**src/verilog/scratchPkg.sv**
```systemverilog
// --------------------
// shared widths and types of the banked scratchpad
// data word fixed at 32 bits with byte strobes
// response codes follow the AXI4-Lite encoding
// --------------------

package scratchPkg;

  // AXI4-Lite byte address width
  localparam int unsigned AxiAddrWidth = 32;

  // width of one data word
  localparam int unsigned DataWidth = 32;

  // one strobe bit per byte of a word
  localparam int unsigned StrbWidth = DataWidth / 8;

  // byte address as seen on the AW and AR channels
  typedef logic [AxiAddrWidth-1:0] addr_t;

  // one data word on W, R and the bank ports
  typedef logic [DataWidth-1:0] data_t;

  // byte write enables
  typedef logic [StrbWidth-1:0] strb_t;

  // AXI response code on B and R
  typedef logic [1:0] resp_t;

  // access completed
  localparam resp_t RespOkay = 2'b00;

  // access rejected, used for out-of-range addresses
  localparam resp_t RespSlvErr = 2'b10;

endpackage

```
**src/verilog/readCollector.sv**
```systemverilog
// --------------------
// matches bank read latency, Latency >= 1
// several reads may be in flight
// --------------------

`timescale 1ns/1ps

module readCollector #(
  parameter int unsigned NumBanks = 4,
  parameter int unsigned Latency  = 1,
  localparam int unsigned BankIdxWidth = (NumBanks > 1) ? $clog2(NumBanks) : 1
) (
  input  logic                    clk_i,
  input  logic                    rst_ni,
  input  logic                    rdIssue_i,
  input  logic [BankIdxWidth-1:0] rdBank_i,
  input  scratchPkg::data_t       bankRdata_i [NumBanks],
  output logic                    rspValid_o,
  output scratchPkg::data_t       rspData_o
);

  // entry 0 is loaded on the issue edge, Latency-1 is the exit
  logic                    issueQ [Latency];
  logic [BankIdxWidth-1:0] bankQ  [Latency];

  always_ff @(posedge clk_i or negedge rst_ni) begin
    if (!rst_ni) begin
      for (int unsigned j = 0; j < Latency; j++) begin
        issueQ[j] <= 1'b0;
        bankQ[j]  <= '0;
      end
    end else begin
      issueQ[0] <= rdIssue_i;
      bankQ[0]  <= rdBank_i;
      for (int unsigned j = 1; j < Latency; j++) begin
        issueQ[j] <= issueQ[j-1];
        bankQ[j]  <= bankQ[j-1];
      end
    end
  end

  // exit lines up with the cycle the bank presents its data
  assign rspValid_o = issueQ[Latency-1];
  assign rspData_o  = bankRdata_i[bankQ[Latency-1]];

endmodule

```
**config.mk**
```make
export PLATFORM = sky130hd
export DESIGN_NAME = readCollector
export DESIGN_NICKNAME = d
export VERILOG_FILES = /design/src/verilog/scratchPkg.sv /design/src/verilog/readCollector.sv
export SDC_FILE = /design/constraint.sdc
export NUM_CORES = 1
export LEC_CHECK = 0
export BUFFER_PORTS_ARGS = -buffer_cell sky130_fd_sc_hd__buf_2
export CAP_MARGIN = 20
export CORE_MARGIN = 2
export CORE_UTILIZATION = 24
export DETAILED_ROUTE_END_ITERATION = 8
export PLACE_DENSITY = 0.79
export SKIP_LAST_GASP = 1
export SYNTH_ARGS = -nofsm -noshare
export SYNTH_HDL_FRONTEND = slang
export SYNTH_SLANG_ARGS = --single-unit
```
**constraint.sdc**
```tcl
create_clock -name clk_i -period 1.2 [get_ports clk_i]
set_input_delay 0.12 -clock clk_i [delete_from_list [all_inputs] [get_ports clk_i]]
set_output_delay 0.12 -clock clk_i [all_outputs]
set_load 0.005 [all_outputs]
```
# Yosys cells after proc, flatten, opt, wreduce, memory -nomap -nowiden
# Index checks and enable logic that the tools add are counted.
word_totals:
  ff_bits: 3
  input_bits: 133
  out_inout_bits: 33
  elab_cells: 7
op_classes:
  magnitude_cmp: 1
  n_mux: 3
  bitwise: 1
ops:
  columns: ["op", "count"]
  rows:
  - ["$bmux W32 S2", 1]
  - ["$mux W32", 2]
  - ["$ge A3 B3 Y1 const B", 1]
  - ["$not A2 Y3", 1]

# Longest topological paths before layout
depth:
  word_depth: 4
  ltp_mapped: 3
  ltp_nobuf: 1

# Least setup slack after synthesis
# Ideal clock, no wire load.
synth_path:
  path_type: "reg-to-output"
  from: "reg bankQ[0] in the netlist's numbering"
  to: "out rspData_o[0]"
  arrival_ns: 1.096
  t_required_ns: 1.080
  path_slack_ns: -0.016
  path_stages_with_launch: 4
  path_buffers: 2
  path_cell_list: "dfrtp_1 > buf_6 > buf_12 > mux4_2"
synth_via:
  elab_chain_len: 4
synth_lines:
  columns: ["item", "line", "source"]
  rows:
  - ["start, declared", "readCollector.sv:24", "logic [BankIdxWidth-1:0] bankQ [Latency];"]
  - ["start signal, assigned by index", "readCollector.sv:37", "bankQ[j] <= bankQ[j-1];"]
  - ["$not A2 Y3 (implied by the code)", "readCollector.sv:44", "assign rspData_o = bankRdata_i[bankQ[Latency-1]];"]
  - ["$bmux W32 S2", "readCollector.sv:44", null]
  - ["$mux W32 (implied by the code) (2 in a row)", "readCollector.sv:44", null]
  - ["end, declared", "readCollector.sv:19", "output scratchPkg::data_t rspData_o"]
# Every way passes these cells. The select of a mux whose other input is x is not followed.

# Worst setup path in the final report
layout_path:
  from: "reg bankQ[0] in the netlist's numbering"
  to: "out rspData_o[15]"
# Same word-level chain as after synthesis.

==> impl_metrics.yaml <==
timing:
  period_share_pct: 136.0
  hold_viol: 0
  final.min_clock_period_ps: 1631
  slew_viol_final: 0
  rsz0062_at_grt: "true"
  max_freq_mhz: 612.9
  worst_pin_slew_ps: 189.5
  tns_ps: -12800
  setup_violations: 32
  setup_slack_ps: -431.5
  slew-limit-headroom_pct: 87.37
die:
  die_w_um: 64.88
  fp.dieH_um: 64.88
  dieArea_um2: 4209
  start_util_pct: 24.67
  core-area_um2: 3606
  rows: 22
  ioPinCount: 166
detailed_routing:
  dr.pass1.iters: 4
  ant_nets: 0
  drcViolationCount: 0
  vias: 1235
  first_iter_violations: 43
  wire_per_inst_um: 15.47
  routed_wl_um: 4100
  routed_via_density: 4.660
synth:
  ys_ff_latch: 3
  synthesis.area_um2: 889.6
  netlist_instances: 42
  yosysWarnings: 0
  synth_nets: 175
  yosysSeqAreaShare_pct: 8.439
  yosysUniqueCellTypes: 6
  synth_area_per_cell_um2: 21.18
critical_path:
  cp_slowest_stage_delay_ps: 510
  crit_path_max_fanout: 5
  path_class: "reg -> out"
  required_ps: 1080
  crit_arrival_ps: 1510
  worstSetupStartpointType: "flip-flop"
  crit_buf_inv: 3
  crit_path_top_delay_cell: "mux4_2"
  crit_chain: "buf_4 > buf_12 > mux4_2 > buf_2"
  crit_cells: 4
  cp_top_family: "multiplexers"
  endpoint_kind: "output pin"
pwr:
  power_mw: 1.081
  irDropWorstVdd_uv: 623.3
  leakage_nw: 1.027
  power_density_nw_per_um2: 547.6
final_layout:
  most-common-layout-cells: "buf_2, mux4_2, buf_6, buf_12"
  final_common_cell: "buf_2"
  finalNonFillerCells: 265
  syn2layout_area_growth_pct: 121.8
  diodes: 0
  fin_nets: 351
  fillerInstances: 330
  layout-drive-gt1-share_pct: 98.16
clocking:
  numCtsBuffers: 3
  clkTransAtPathRegs_ps: 30
  cts-root-buf: "clkbuf_8"
  htreeDepth: 1
  clk_path_buf_depth: 2
  cts_num_sinks: 3
  cts_tree: "done"
grt:
  grt_first_pass_wirelength_um: 5713
  grt_max_degree: 22
  grt.total_usage_pct: 17.62
  antenna_found_initial: 0
  first_global_vias: 1307
  overflow: 0
status:
  violations: "setup timing"
  status: "finished with violations"
placed_design:
  dp.cells: 253
  port_buffers: 165
  place.gp.congestion: 0.9414
  dp_hpwl_um: 3431
hold_path:
  hold-path-endpoint: "bankQ[0]$_DFF_PN0_"
  holdCritStartpoint: "rdBank_i[0]"
  holdCritPathClass: "in -> reg"
  hold_depth: 1
job:
  maxCapViolCount: 0
## registers in the layout, summed over array words and instances, names as in the netlist
name	cells
rspValid_o	1
bankQ	2
## where the power goes
group / total (mW) / internal [mW] / switching (mW) / leakage (nW)
Combinational: 0.680 / 0.465 / 0.215 / 0.970
Sequential: 0.113 / 0.107 / 0.00526 / 0.0340
Clock: 0.288 / 0.226 / 0.0619 / 0.0228
## layer usage
layer	global-route usage, %	vias to the layer above	share of wire, %
met5	0	-	0
met4	3.457	0	0
met3	2.257	0	7.4
met2	34.41	73	57
met1	20.31	594	36
li1	-	568	-
## synthesized netlist by cell type
cell type  instances  area, µm²
buf_12             3      60.06
mux4_1             2      52.55
buf_2              3      15.01
dfrtp_1            3      75.07
buf_6              1      11.26
mux4_2            30      675.7
## cell families (layout without fill, tap and decap cells)
kind of cell	Yosys count	after routing	synth area share, %
buffers and inverters	7	182	9.704
flip-flops	3	3	8.439
multiplexers	32	32	81.86
## worst max path at each step
stage | start | endpoint | slack, ps
floorplan | bankQ[0]$_DFF_PN0_ | rspData_o[0] | -20
global placement | bankQ[0]$_DFF_PN0_ | rspData_o[8] | -180
detailed placement | bankQ[0]$_DFF_PN0_ | rspData_o[25] | -230
CTS | bankQ[0]$_DFF_PN0_ | rspData_o[15] | -430
global route | bankQ[0]$_DFF_PN0_ | rspData_o[15] | -480
finish | bankQ[0]$_DFF_PN0_ | rspData_o[15] | -430
## metrics by stage
stage | setup WS [ps] | util (%) | hold slack, ps | instance area (µm²)
global placement | -181.6 | 49.31 | -84.09 | 1778
finish | -431.5 | 54.72 | 15.74 | 1973
floorplan | -15.78 | - | -175.6 | 889.6
detailed placement | -231.9 | 49.31 | -82.13 | 1778
CTS | -434.5 | 53.85 | 9.291 | 1942
global route | -481.8 | 54.72 | 8.692 | 1973
## cell type report
class / count / area (µm²) / share of cell area [%]
well taps: 48 / 60.06 / 3.044
repair buffers: 178 / 1071 / 54.28
clock buffers: 4 / 45.04 / 2.283
flip-flops and latches: 3 / 76.32 / 3.868
multi-input cells: 32 / 720.7 / 36.53
## timing repair
action / in CTS / in global routing
setup endpoints to repair: 32 / 32
cloned: 3 / 1
resized for setup: 8 / 1
hold buffers: 1 / 0
pin swaps: 0 / 0
hold endpoints to repair: 3 / 0
setup buffers: 5 / 0
(Power assumes the default switching activity.)
