$ cat src/verilog/scratchPkg.sv
// --------------------
// shared widths and types of the banked scratchpad
// data word fixed at 32 bits with byte strobes
// response codes follow the AXI4-Lite encoding
// --------------------

package scratchPkg;

  // AXI4-Lite byte address width
  localparam int unsigned AxiAddrWidth = 32;

  // width of one data word
  localparam int unsigned DataWidth = 32;

  // one strobe bit per byte of a word
  localparam int unsigned StrbWidth = DataWidth / 8;

  // byte address as seen on the AW and AR channels
  typedef logic [AxiAddrWidth-1:0] addr_t;

  // one data word on W, R and the bank ports
  typedef logic [DataWidth-1:0] data_t;

  // byte write enables
  typedef logic [StrbWidth-1:0] strb_t;

  // AXI response code on B and R
  typedef logic [1:0] resp_t;

  // access completed
  localparam resp_t RespOkay = 2'b00;

  // access rejected, used for out-of-range addresses
  localparam resp_t RespSlvErr = 2'b10;

endpackage

$ cat src/verilog/sramBank.sv
// --------------------
// single-port SRAM bank with byte strobes
// read data appears Latency cycles after a read request, Latency >= 1
// output holds the last read row while idle
// --------------------

`timescale 1ns/1ps

module sramBank #(
  parameter int unsigned WordsPerBank = 64,
  parameter int unsigned Latency      = 1,
  localparam int unsigned RowWidth    = (WordsPerBank > 1) ? $clog2(WordsPerBank) : 1
) (
  input  logic                clk_i,
  input  logic                rst_ni,
  input  logic                req_i,
  input  logic                we_i,
  input  logic [RowWidth-1:0] row_i,
  input  scratchPkg::data_t   wdata_i,
  input  scratchPkg::strb_t   strb_i,
  output scratchPkg::data_t   rdata_o
);

  import scratchPkg::*;

  // bits covered by one strobe
  localparam int unsigned ByteBits = DataWidth / StrbWidth;

  // storage
  data_t mem [WordsPerBank];

  // row of the most recent read
  logic [RowWidth-1:0] rRowQ;

  // read delay line, entry 0 drives the output
  data_t rdataQ [Latency];
  data_t readWord;

  // new row on a read, otherwise keep presenting the old one
  assign readWord = (req_i && !we_i) ? mem[row_i] : mem[rRowQ];
  assign rdata_o  = rdataQ[0];

  // byte-enabled write on the request edge
  always_ff @(posedge clk_i) begin
    if (req_i && we_i) begin
      for (int unsigned b = 0; b < StrbWidth; b++) begin
        if (strb_i[b]) begin
          mem[row_i][b*ByteBits +: ByteBits] <= wdata_i[b*ByteBits +: ByteBits];
        end
      end
    end
  end

  always_ff @(posedge clk_i or negedge rst_ni) begin
    if (!rst_ni) begin
      rRowQ <= '0;
      for (int unsigned j = 0; j < Latency; j++) begin
        rdataQ[j] <= '0;
      end
    end else begin
      // array is sampled before any write of this edge lands
      rdataQ[Latency-1] <= readWord;
      for (int unsigned j = 0; j + 1 < Latency; j++) begin
        rdataQ[j] <= rdataQ[j+1];
      end
      if (req_i && !we_i) begin
        rRowQ <= row_i;
      end
    end
  end

endmodule
$ cat config.mk
export PLATFORM = sky130hd
export DESIGN_NAME = sramBank
export DESIGN_NICKNAME = d
export VERILOG_FILES = /design/src/verilog/scratchPkg.sv /design/src/verilog/sramBank.sv
export SDC_FILE = /design/constraint.sdc
export NUM_CORES = 2
export LEC_CHECK = 0
export BUFFER_PORTS_ARGS = -buffer_cell sky130_fd_sc_hd__buf_2
export CAP_MARGIN = 20
export CORE_MARGIN = 3
export CORE_UTILIZATION = 45
export DETAILED_ROUTE_END_ITERATION = 8
export PLACE_DENSITY = 0.59
export REMOVE_ABC_BUFFERS = 1
export SKIP_LAST_GASP = 1
export SLEW_MARGIN = 10
export SYNTH_ARGS = -nofsm -noshare
export SYNTH_HDL_FRONTEND = slang
export SYNTH_SLANG_ARGS = --single-unit
export TNS_END_PERCENT = 50
$ cat constraint.sdc
create_clock -name clk_i -period 2.5 [get_ports clk_i]
set_input_delay 0.25 -clock clk_i [delete_from_list [all_inputs] [get_ports clk_i]]
set_output_delay 0.25 -clock clk_i [all_outputs]
set_load 0.03 [all_outputs]
After elaboration in Yosys (flattened, before gate mapping)
Memories as Yosys holds them, arrays and structs flattened.
Index checks and enable logic that the tools add are counted.

word-level totals
  register bits after elaboration = 38
  memory bits (writable) = 2048
  memories kept = 1

memory list
  name  words  bits a word  rd ports  clocked after Yosys merged registers in  write ports  RTL line        source
  mem   64     32           2         0                                        1            sramBank.sv:30  data_t mem [WordsPerBank];

operators by class
  muxes and demuxes = 13
  reductions and logical operators = 3

operators with widths
  operator           number
  2-to-1 mux 32 bit  1
  2-to-1 mux 1 bit   12
  logical AND 1 bit  2
  zero test 1 bit    1

Depth between registers and ports, before layout
  word-level depth = 3
  depth in mapped cells = 13

Least setup slack after synthesis
OpenSTA, ideal clock, no wires.

  path type = in2reg
  from = input port row_i[3]
  to = memory mem[10][0] (netlist name) (enable)
  data arrival time = 2.025 ns
  slack = 0.105 ns
  cell stages on the path = 6
  path buffers = 2
  cells stage by stage = buf_2 -> clkinv_1 -> nor3_1 -> clkbuf_1 -> nand2_1 -> nor2_1

RTL lines
  item             RTL line        source
  start, declared  sramBank.sv:18  input logic [RowWidth-1:0] row_i,
  end, declared    sramBank.sv:30

No word-level cell before the write port.

Worst setup path in the final report
  from = register rRowQ[0]
  to = register rdataQ, in the netlist rdata_o[25]

on the way
  word-level cells in the longest chain between the ends = 2

RTL lines
  item                           RTL line        source
  start, declared                sramBank.sv:33  logic [RowWidth-1:0] rRowQ;
  start signal, assigned         sramBank.sv:67  rRowQ <= row_i;
  memory (64 x 32 bit)           --
  2-to-1 mux 32 bit              sramBank.sv:40  assign readWord = (req_i && !we_i) ? mem[row_i] : mem[rRowQ];
  via readWord[25]               sramBank.sv:37  data_t readWord;
  end signal, assigned by index  sramBank.sv:62  rdataQ[Latency-1] <= readWord;
  end signal, assigned by index  sramBank.sv:64  rdataQ[j] <= rdataQ[j+1];
  end, declared                  sramBank.sv:36  data_t rdataQ [Latency];

The timed path passes the listed nets, and every way through them passes these cells.
A chain may end at the register's enable or synchronous reset.

==> results_dict.tcl <==
set metrics [dict create \
    maxCapViolations 0 \
    avgSynthCellArea_um2 16.4 \
    ir_drop_mv 0.681 \
    synthSimpleGateAreaFrac_pct 3.52 \
    cts.sinks 2086 \
    cts_buffers 219 \
    track_usage_pct 37.8 \
    synth_cell_types 78 \
    yosys_register_bits 2086 \
    grt_max_degree 65 \
    seq_area_frac_synth_pct 63.3 \
    layout_min_cycle_time_ps 2820 \
    vias 72100 \
    cp_slowest_cell "dfrtp_4" \
    die-area_mm2 0.225 \
    yosysTopAreaCell "edfxtp_1" \
    synth.top_cell.area_share_pct 62.3 \
    drc_errors 0 \
    ys_top_cells_by_count "2,048 x edfxtp_1, 654 x mux2i_1, 559 x mux4_2" \
    clk_path_buf_depth 3 \
    violations "setup timing" \
    wl_um 431000 \
    slew_headroom_pct 36.1 \
    fin_worst_skew_ps 58.5 \
    die-width_um 474 \
    synthXorXnorAreaFrac_pct 0 \
    final_hold_viol_count 0 \
    fin_nets 7310 \
    die_y_um 474 \
    synth_area_mm2 0.0987 \
    grt_remaining_overflow 0 \
    synthMostInstantiatedCell "edfxtp_1" \
    ios 78 \
    grt_pass1_wl_um 583000 \
    period_share_pct 113 \
    powerDensity_mw_per_mm2 708 \
    synth_compound_area_share_pct 9.01 \
    cts_max_level 4 \
    fill_cells 16700 \
    cts_tree "built" \
    antenna_found_initial 25 \
    timing.fmax_mhz 354 \
    met3_usage_pct 12.9 \
    rows 171 \
    worstPathArrival_ps 3610 \
    syn_to_final_growth_pct 26.1 \
    leakage_uw 0.0426 \
    stdcell_area_mm2 0.124 \
    slew_viol_final 0 \
    setup_ws_ps -325 \
    crit_path_end_kind "flip-flop" \
    drive_gt1_share_pct 37.1 \
    synth_top_family_by_area "multiplexers" \
    tightest_slew_ps 958 \
    async_flop_share_pct 1.82 \
    cp.required_ps 3290 \
    cp_max_fo 8 \
    synth_area_leaders "edfxtp_1 62%, mux4_2 13%, mux2i_1 6.6%" \
    status "finished with violations" \
    synthMuxAreaShare_pct 21.0 \
    synthAdderAreaFrac_pct 0 \
    antenna_left 0 \
    hpwl_um 305000 \
    rsz0062_at_grt "yes" \
    syn_inst 6004 \
    portBuffers 77 \
    core_area_mm2 0.218 \
    drt_iter0_drc 12400 \
    crit_path_frequent_cell "buf_16" \
    tns_ps -4660 \
    worstSetupPathType "reg2reg" \
    wl_per_cell_um 41.7 \
    vias_per_cell 6.98 \
    critPathMaxStageDelay_ps 550 \
    crit_path_start_kind "flip-flop" \
    grtUsageMet2_pct 54.5 \
    synth-edff-count 2048 \
    cp_top_family "compound AO/OA/AOI/OAI gates" \
    setup_viol 29 \
    top_usage_layer "met2" \
    use_met1_pct 49.6 \
    critPathBufInv 3 \
    hold_path.class "in2reg" \
    clock_latency_ps 900 \
    grt_pass1_vias 69700 \
    start_util_pct 45.3 \
    cp_cell_sequence "buf_12 -> buf_16 -> buf_16 -> mux4_2 -> mux2i_4 -> a22o_1 -> o211ai_1 -> o31ai_1 -> a31oi_1" \
    placed_area_mm2 0.115 \
    cts_root_buf "clkbuf_16" \
    clk_pin_slew_worst_paths_ps 70 \
    p_total_uw 88100 \
    synth_flop_cell "edfxtp_1" \
    ys.warnings.count 0 \
    dr.pass1.iters 8 \
    routabilityCongestion 1.04 \
]
[flip-flops by register name (all words and copies together), names as in the netlist]
signal and count:
rRowQ 6, rdata_o 32, mem 2048
[per-layer routing]
metal	routed length, µm	part of all wire [%]
met1	154000	36
met2	184000	43
met3	60500	14
met4	31800	7.4
met5	295	0.068
[layout make-up]
type	instances	area [µm²]	area share (%)
Clock buffer	256	5670	4.56
Timing Repair Buffer	1559	16700	13.4
Antenna cell	21	52.6	0.0422
Tap cell	2854	3570	2.87
Sequential cell	2086	62500	50.2
Multi-Input combinational cell	3391	34200	27.5
Clock inverter	156	1720	1.38
Inverter	7	46.3	0.0372
[power breakdown]
group	leakage (µW)	total [µW]	internal [µW]	switching [µW]
Combinational	0.0202	15300	6400	8880
Clock	0.00356	33800	19200	14600
Sequential	0.0188	39000	38600	379
[repair_timing]
item,4_1_cts,5_1_grt
endpoints found under the setup margin,30,94
hold buffers,28,0
pin swaps,16,44
gates resized for setup,92,163
gates cloned,9,6
hold endpoints to repair,688,0
setup buffers,39,32
[kinds of logic (layout without fill, tap and decap cells)]
group / Yosys count / after routing
AND/OR/NAND/NOR: 808 / 808
buffers and inverters: 527 / 1978
other: 0 / 21
AO/OA/AOI/OAI: 1225 / 1225
multiplexers: 1358 / 1358
flip-flops: 2086 / 2086
[path summary, 6_finish.rpt]
kind / slack, ps / depth (start not counted) / endpoint / from
setup / recovery: -320 / 9 / rdata_o[25] / rRowQ[0]
hold / removal: 30 / 2 / mem[56][0] / wdata_i[0]
setup reg to reg: -320 / 9 / rdata_o[25] / rRowQ[0]
hold reg to reg: 800 / 3 / rdata_o[6] / mem[62][6]
max in group asynchronous: 2050 / 3 / rRowQ[4] / rst_ni
min in group asynchronous: 160 / 3 / rdata_o[19] / rst_ni
[placed cells by master, fill, tap and decap left out, drive strengths merged, types with 38 or more instances in the layout]
cell       n
mux2i    654
nand3     45
mux4     559
a211oi    46
nand2    270
nor2     347
o22ai    142
clkbuf   262
clkinv    97
buf     1524
o21ai    137
mux2     145
dfrtp     38
o221ai    70
a21oi    156
edfxtp  2048
a221o     53
a31oi     58
a22oi    201
a221oi   167
[through the flow]
stage                     hold WS, ps  util [%]  instances  setup slack [ps]
final                            25.6      57.2      10300              -325
after global routing             25.2      57.2      10300              -255
after CTS                        3.64      56.7      10300              -214
after detailed placement          352      52.7       9793              -710
after global placement            348      52.7       9793              -691
after floorplan                 -45.6         -       5484            -22900
Note: power is estimated with default switching activity, not from simulation.
