--- src/verilog/scratchPkg.sv ---
// --------------------
// shared widths and types of the banked scratchpad
// data word fixed at 32 bits with byte strobes
// response codes follow the AXI4-Lite encoding
// --------------------

package scratchPkg;

  // AXI4-Lite byte address width
  localparam int unsigned AxiAddrWidth = 32;

  // width of one data word
  localparam int unsigned DataWidth = 32;

  // one strobe bit per byte of a word
  localparam int unsigned StrbWidth = DataWidth / 8;

  // byte address as seen on the AW and AR channels
  typedef logic [AxiAddrWidth-1:0] addr_t;

  // one data word on W, R and the bank ports
  typedef logic [DataWidth-1:0] data_t;

  // byte write enables
  typedef logic [StrbWidth-1:0] strb_t;

  // AXI response code on B and R
  typedef logic [1:0] resp_t;

  // access completed
  localparam resp_t RespOkay = 2'b00;

  // access rejected, used for out-of-range addresses
  localparam resp_t RespSlvErr = 2'b10;

endpackage

--- src/verilog/axiLiteFrontEnd.sv ---
// --------------------
// AXI4-Lite slave, one transaction in progress at a time
// writes win over reads when both wait
// out-of-range accesses get SLVERR and never reach a bank
// --------------------

`timescale 1ns/1ps

module axiLiteFrontEnd #(
  parameter int unsigned NumBanks     = 4,
  parameter int unsigned WordsPerBank = 64
) (
  input  logic                clk_i,
  input  logic                rst_ni,
  // AW channel
  input  logic                awvalid_i,
  output logic                awready_o,
  input  scratchPkg::addr_t   awaddr_i,
  // W channel
  input  logic                wvalid_i,
  output logic                wready_o,
  input  scratchPkg::data_t   wdata_i,
  input  scratchPkg::strb_t   wstrb_i,
  // B channel
  output logic                bvalid_o,
  input  logic                bready_i,
  output scratchPkg::resp_t   bresp_o,
  // AR channel
  input  logic                arvalid_i,
  output logic                arready_o,
  input  scratchPkg::addr_t   araddr_i,
  // R channel
  output logic                rvalid_o,
  input  logic                rready_i,
  output scratchPkg::data_t   rdata_o,
  output scratchPkg::resp_t   rresp_o,
  // word request towards the router
  output logic                wordReq_o,
  output logic                wordWe_o,
  output scratchPkg::addr_t   wordAddr_o,
  output scratchPkg::data_t   wordData_o,
  output scratchPkg::strb_t   wordStrb_o,
  // read return from the collector
  input  logic                rspValid_i,
  input  scratchPkg::data_t   rspData_i
);

  import scratchPkg::*;

  // total number of words over all banks
  localparam addr_t MemWords = addr_t'(NumBanks * WordsPerBank);

  // StInit keeps all readies low for one cycle after reset
  typedef enum logic [2:0] {
    StInit,
    StIdle,
    StRdReq,
    StRdWait,
    StWrResp,
    StRdResp
  } state_e;

  state_e stateQ, stateD;

  // AW and W arrive independently, flags mark which one is held
  logic  awHeldQ, wHeldQ;
  // AW and AR never handshake together so one address register serves both
  addr_t reqAddrQ;
  data_t wDataQ;
  strb_t wStrbQ;

  // registered responses, steady while waiting for ready
  resp_t brespQ, rrespQ;
  data_t rdataQ;

  logic  awHs, wHs, arHs;
  logic  wrFire;
  logic  inRange;
  addr_t wordIdx;

  // AW and W accepted only while idle and not yet held
  assign awready_o = (stateQ == StIdle) && !awHeldQ;
  assign wready_o  = (stateQ == StIdle) && !wHeldQ;
  // a read is taken only when no part of a write is pending
  assign arready_o = (stateQ == StIdle) && !awHeldQ && !wHeldQ && !awvalid_i && !wvalid_i;

  assign awHs = awvalid_i && awready_o;
  assign wHs  = wvalid_i && wready_o;
  assign arHs = arvalid_i && arready_o;

  // byte offset bits dropped
  assign wordIdx = reqAddrQ >> $clog2(StrbWidth);
  assign inRange = wordIdx < MemWords;

  // write executes in the first cycle with both halves held
  assign wrFire = (stateQ == StIdle) && awHeldQ && wHeldQ;

  // single-cycle request, suppressed for out-of-range addresses
  assign wordReq_o  = (wrFire || (stateQ == StRdReq)) && inRange;
  assign wordWe_o   = (stateQ == StIdle);
  assign wordAddr_o = wordIdx;
  assign wordData_o = wDataQ;
  assign wordStrb_o = wStrbQ;

  assign bvalid_o = (stateQ == StWrResp);
  assign bresp_o  = brespQ;
  assign rvalid_o = (stateQ == StRdResp);
  assign rresp_o  = rrespQ;
  assign rdata_o  = rdataQ;

  always_comb begin
    stateD = stateQ;
    case (stateQ)
      StInit: begin
        stateD = StIdle;
      end
      StIdle: begin
        if (wrFire) begin
          stateD = StWrResp;
        end else if (arHs) begin
          stateD = StRdReq;
        end
      end
      // illegal reads answer right away
      StRdReq: begin
        stateD = inRange ? StRdWait : StRdResp;
      end
      StRdWait: begin
        if (rspValid_i) begin
          stateD = StRdResp;
        end
      end
      StWrResp: begin
        if (bready_i) begin
          stateD = StIdle;
        end
      end
      StRdResp: begin
        if (rready_i) begin
          stateD = StIdle;
        end
      end
      default: begin
        stateD = StIdle;
      end
    endcase
  end

  always_ff @(posedge clk_i or negedge rst_ni) begin
    if (!rst_ni) begin
      stateQ  <= StInit;
      awHeldQ <= 1'b0;
      wHeldQ  <= 1'b0;
    end else begin
      stateQ <= stateD;
      // held flags cleared once the write has gone out
      if (wrFire) begin
        awHeldQ <= 1'b0;
        wHeldQ  <= 1'b0;
      end else begin
        if (awHs) begin
          awHeldQ <= 1'b1;
        end
        if (wHs) begin
          wHeldQ <= 1'b1;
        end
      end
    end
  end

  always_ff @(posedge clk_i) begin
    if (awHs) begin
      reqAddrQ <= awaddr_i;
    end else if (arHs) begin
      reqAddrQ <= araddr_i;
    end
    if (wHs) begin
      wDataQ <= wdata_i;
      wStrbQ <= wstrb_i;
    end
    if (wrFire) begin
      brespQ <= inRange ? RespOkay : RespSlvErr;
    end
    // error read returns zero data
    if ((stateQ == StRdReq) && !inRange) begin
      rrespQ <= RespSlvErr;
      rdataQ <= '0;
    end else if ((stateQ == StRdWait) && rspValid_i) begin
      rrespQ <= RespOkay;
      rdataQ <= rspData_i;
    end
  end

endmodule

--- config.mk ---
export PLATFORM = sky130hd
export DESIGN_NAME = axiLiteFrontEnd
export DESIGN_NICKNAME = d
export VERILOG_FILES = /design/src/verilog/scratchPkg.sv /design/src/verilog/axiLiteFrontEnd.sv
export SDC_FILE = /design/constraint.sdc
export NUM_CORES = 1
export LEC_CHECK = 0
export ABC_AREA = 1
export ABC_CLOCK_PERIOD_IN_PS = 2200
export BUFFER_PORTS_ARGS = -buffer_cell sky130_fd_sc_hd__buf_2
export CELL_PAD_IN_SITES_DETAIL_PLACEMENT = 1
export CELL_PAD_IN_SITES_GLOBAL_PLACEMENT = 2
export CORE_ASPECT_RATIO = 1.2
export CORE_MARGIN = 3
export CORE_UTILIZATION = 23
export CTS_BUF_LIST = sky130_fd_sc_hd__clkbuf_8
export DETAILED_ROUTE_END_ITERATION = 7
export GPL_ROUTABILITY_DRIVEN = 1
export GPL_TIMING_DRIVEN = 0
export HOLD_SLACK_MARGIN = 0.02
export PLACE_DENSITY_LB_ADDON = 0.25
export SKIP_LAST_GASP = 1
export SLEW_MARGIN = 20
export SYNTH_ARGS = -nofsm -noshare
export SYNTH_HDL_FRONTEND = slang
export SYNTH_SLANG_ARGS = --single-unit
--- constraint.sdc ---
create_clock -name clk_i -period 2.2 [get_ports clk_i]
set_input_delay 0.22 -clock clk_i [delete_from_list [all_inputs] [get_ports clk_i]]
set_output_delay 0.22 -clock clk_i [all_outputs]
set_load 0.03 [all_outputs]
* After elaboration in Yosys (flattened, before gate mapping) *
Cells that the tools add are included.

cells by class
  magnitude comparators = 1
  equality and inequality tests = 9
  muxes and demuxes = 14
  reductions and logical operators = 23

operators with widths
  operator                                                               number
  32-bit two-way mux                                                     2
  30-bit by 9-bit < comparator with 1-bit output, second input constant  1
  3-bit two-way mux                                                      6
  3-bit case mux with 5 select lines                                     1
  1-bit logical AND                                                      13
  3-bit by 2-bit == test with 1-bit output, second input constant        2
  3-bit == test, second input constant                                   2
  2-bit nonzero test                                                     3
  1-bit zero test                                                        5
  1-bit two-way mux                                                      4
  2-bit by 1-bit != test with 1-bit output, second input constant        2
  4-bit AND reduction                                                    1
  3-bit by 1-bit == test with 1-bit output, second input constant        1
  3-bit by 1-bit != test with 1-bit output, second input constant        1
  2-bit two-way mux                                                      1
  2-bit != test, second input constant                                   1
  1-bit logical OR                                                       1

word-level totals
  register bits after elaboration = 108
  input port bits = 140
  output and inout bits = 111
  word-level logic and storage cells = 56

* Longest topological paths before layout *
  depth after elaboration = 9
  mapped depth = 9
  gate-level depth less buffers = 9

* Worst setup path before layout *
No wires, ideal clock.

  path type = flip-flop to flip-flop
  from = reg stateQ[2]
  to = reg wDataQ[0], in the netlist wordData_o[0] (enable)
  library setup time = 0.391 ns
  data arrival time = 1.995 ns
  data required time = 1.809 ns
  setup slack = -0.185 ns
  cell stages (with the launch flop) = 6
  path buffers = 0
  period minus slack after synthesis = 2.385 ns
  path through = dfrtp_1 -> inv_2 -> nand3_2 -> nor2_1 -> nand2_1 -> inv_1

on the way
  longest elaborated chain between the ends = 3

RTL lines
  element                                   line                    text
  start: declaration                        axiLiteFrontEnd.sv:63   state_e stateQ, stateD;
  start signal: assignment                  axiLiteFrontEnd.sv:151  stateQ <= StInit;
  start signal: assignment                  axiLiteFrontEnd.sv:155  stateQ <= stateD;
  3-bit by 1-bit == test with 1-bit output  axiLiteFrontEnd.sv:83   assign wready_o = (stateQ == StIdle) && !wHeldQ;
  1-bit logical AND                         axiLiteFrontEnd.sv:83
  via wready_o                              axiLiteFrontEnd.sv:21   output logic wready_o,
  1-bit logical AND                         axiLiteFrontEnd.sv:88   assign wHs = wvalid_i && wready_o;
  via wHs                                   axiLiteFrontEnd.sv:76   logic awHs, wHs, arHs;
  end signal: assignment                    axiLiteFrontEnd.sv:178  wDataQ <= wdata_i;
  end: declaration                          axiLiteFrontEnd.sv:69   data_t wDataQ;

The timed path passes the listed nets, and every way through them passes these cells.
A chain may end at the register's enable or synchronous reset.

* Worst setup path in the final report *
  from = reg stateQ[0]
  to = reg wDataQ[12], in the netlist wordData_o[12] (enable)

on the way
  longest elaborated chain between the ends = 3

RTL lines
  element                                   line
  3-bit by 1-bit == test with 1-bit output  axiLiteFrontEnd.sv:83
  1-bit logical AND                         axiLiteFrontEnd.sv:83
  1-bit logical AND                         axiLiteFrontEnd.sv:88
  via wHs                                   axiLiteFrontEnd.sv:76

The timed path passes the listed nets, and every way through them passes these cells.

==> flow_summary_export.csv <==
group,metric,value,unit
run_status,outcome,"completed",
clock_network,root_buffer,"clkbuf_8",
power_and_ir_drop,power.switching,2.82,mW
floorplanning,start_util,0.237,
sta,finalMaxSlewViolations,0,
final_layout,layout-drive-gt1-share,0.465,
sta,setup_viol,0,
synth,syn_inst,393,
power_and_ir_drop,p_int,3.86,mW
sta,finalCriticalPeriod,2020,ps
route,num_vias,3790,
grt,overflow,0,
setup_path,worstPathMaxFanout,36,
clock_network,cts_buffers,9,
synth,synthesis.area,4200,um^2
clock_network,clk_path_buf_depth,2,
sta,worstMarginPinSlew,760,ps
sta,fin_worst_skew,16.0,ps
power_and_ir_drop,power.leakage,2.90,nW
power_and_ir_drop,power.share.combinational,0.399,
worst_hold_path,hp-class,"input port to flip-flop",
synth,ys_types,25,
grt,grt_pass1_vias,4051,
clock_network,path_clk_slew,110,ps
grt,use_met2,0.226,
clock_network,clock_latency,390,ps
synth,syn_avg_cell_area,10.7,um^2
route,routedWlPerCell,14.8,um
sta,fmax,0.495,GHz
power_and_ir_drop,clockPowerShare,0.177,
route,drt_wl_total,13.5,mm
power_and_ir_drop,powerDensity,1060,nW/um^2
sta,hold_viol,0,
grt,grt_usage,0.135,
grt,grt_pass1_wl,21.0,mm
grt,met1_usage,0.152,
placement,io_buffers,242,
sta,relSlewSlack,0.492,
setup_path,crit_type,"flip-flop to flip-flop",
floorplanning,die_h,154,um
power_and_ir_drop,vdd_drop_max,0.365,mV
grt,grt_antenna_before_repair,1,
placement,hpwl,10.5,mm
clock_network,cts.sinks,105,
power_and_ir_drop,total_power,6.67,mW
power_and_ir_drop,p_seq_frac,0.423,
grt,grt.busiest_layer,"met2",
route,drt_iter0_markers,98,
synth,synth_top_area_share,0.480,
clock_network,cts_setup_buffers,0,
setup_path,arrival,1920,ps
setup_path,slowest_delay,620,ps
setup_path,path_cells,"nand3_2 > nor2_1 > nand2_1 > clkinvlp_4",
route,dr.pass1.iters,4,
final_layout,fin_area,6270,um^2
synth,synth_warnings,0,
grt,grt_max_degree,37,
floorplanning,dieArea,19900,um^2
final_layout,syn_to_final_growth,49.5,%
synth,synth_area_leaders,"edfxtp_1 (48%), dfxtp_1 (16%), nand2_1 (14%), a21oi_2 (6.5%), nand3_1 (3.9%)",
route,drc_errors,0,
job,cap_violations,0,
grt,gr-usage-met3,0.0511,
floorplanning,num_io_pins,251,
route,via_per_inst,4.16,
floorplanning,die_w,129,um
setup_path,slowest_stage,"clkinvlp_4",
placement,gp_congestion,0.728,
final_layout,final_cell_mix,"buf_2 (250), nand2_1 (151), edfxtp_1 (67), dlygate4sd3_1 (37)",
clock_network,cts_max_level,3,
route,final_antenna_net_count,0,
setup_path,crit_path_end_kind,"flip-flop",
setup_path,cp_data_required_time,2100,ps
power_and_ir_drop,switching_share,0.422,
setup_path,critPathLaunchType,"flip-flop",
final_layout,fin_nets,826,
setup_path,critical_path.top_delay_family,"buffers and inverters",
final_layout,layout_commonest_cell,"buf_2",
floorplanning,core,17700,um^2
synth,ys_ff_latch,105,
synth,yosys.area.top_type,"edfxtp_1",
clock_network,cts_tree,"built",
synth,ys_seq_area_frac,0.667,
final_layout,num_antenna_cells,0,
sta,rsz0062_at_grt,"yes",
placement,placed_area,5700,um^2
floorplanning,std_cell_rows,53,
setup_path,critPathBufInv,1,
sta,fin_crit_sh,0.919,
==> worst paths after layout <==
path,startpoint,end,slack [ps],depth (start not counted)
min,rspData_i[31],rdata_o[31],90,3
max reg2reg,stateQ[0],wordData_o[12],180,4
min in group asynchronous,rst_ni,stateQ[0],200,2
max in group asynchronous,rst_ni,stateQ[1],1860,2
min reg2reg,rresp_o[1],rresp_o[1],460,2
max,stateQ[0],wordData_o[12],180,4
==> cells in the mapped netlist <==
master,instances
nand2_1,152
edfxtp_1,67
dfxtp_1,33
nand3_1,33
a21oi_2,31
nor2_1,15
buf_2,10
inv_1,10
buf_4,7
dfrtp_1,5
inv_2,4
a21oi_1,3
clkbuf_1,3
nand3_2,3
nand4_1,3
nor3_1,3
buf_6,2
nor2_4,2
and2_1,1
clkinv_2,1
conb_1,1
nand2_2,1
nand2_4,1
o21ai_0,1
or2_1,1
==> cell type report <==
class                      instances  area (um^2)
sequential                       105         2800
tap                              220          275
timing repair buffer             279         1580
inverter                          15         61.3
fill                            2122        11400
clock inverter                     7         61.3
clock buffer                       9          124
buffer                            22          139
multi-input combinational        254         1230
==> timing repair <==
item	CTS	global route
hold endpoints to repair	41	0
resized for setup	1	3
endpoints found under the setup margin	30	32
hold buffers	37	0
pin swaps	0	0
==> worst register-to-register path: cells and delay by family, from the launching register on <==
| kind | cells | cell delay (ps) |
|---|---|---|
| buffers and inverters | 1 | 620 |
| DFF | 1 | 480 |
| and+or+nand+nor | 3 | 420 |
==> registers in the layout, summed over array words and instances, names as in the netlist <==
register / cells
awHeldQ: 1
bresp_o: 1
rdata_o: 32
reqAddrQ: 30
rresp_o: 1
stateQ: 3
wHeldQ: 1
wordData_o: 32
wordStrb_o: 4
==> per-stage QoR <==
step	setup WS, ps	utilization	std cells	hold WS, ps	setup TNS, ps
after CTS	112	0.354	911	56.4	0
after floorplan	78.9	-	396	-75.6	0
final	178	0.354	911	86.7	0
after detailed placement	-81.6	0.322	858	47.2	-2420
after global routing	-30.4	0.354	911	63.3	-30.4
after global placement	-424	0.322	858	45.7	-12700
==> power groups by stage <==
stage / sequential [mW] / clock (mW) / combinational (mW)
floorplan: 3.60 / 0 / 1.07
global placement: 2.86 / 0 / 2.60
detailed placement: 2.88 / 0 / 2.65
CTS: 2.83 / 1.25 / 2.71
global route: 2.89 / 1.33 / 2.92
finish: 2.83 / 1.18 / 2.66
==> logic make-up (layout without fill, tap and decap cells) <==
| kind of cell | Yosys count | in the layout | share of synthesized area |
|---|---|---|---|
| compound gates | 35 | 35 | 0.0695 |
| buf+inv | 37 | 332 | 0.0462 |
| flops | 105 | 105 | 0.667 |
| other cells | 1 | 4 | 0.000894 |
| simple gates | 215 | 215 | 0.217 |
==> metal layers <==
layer | vias up | part of all wire
met5 | - | 0.00096
met4 | 2 | 0.024
met3 | 17 | 0.093
met2 | 150 | 0.50
met1 | 1736 | 0.38
li1 | 1885 | -
Power figures use the tool's default switching activity.
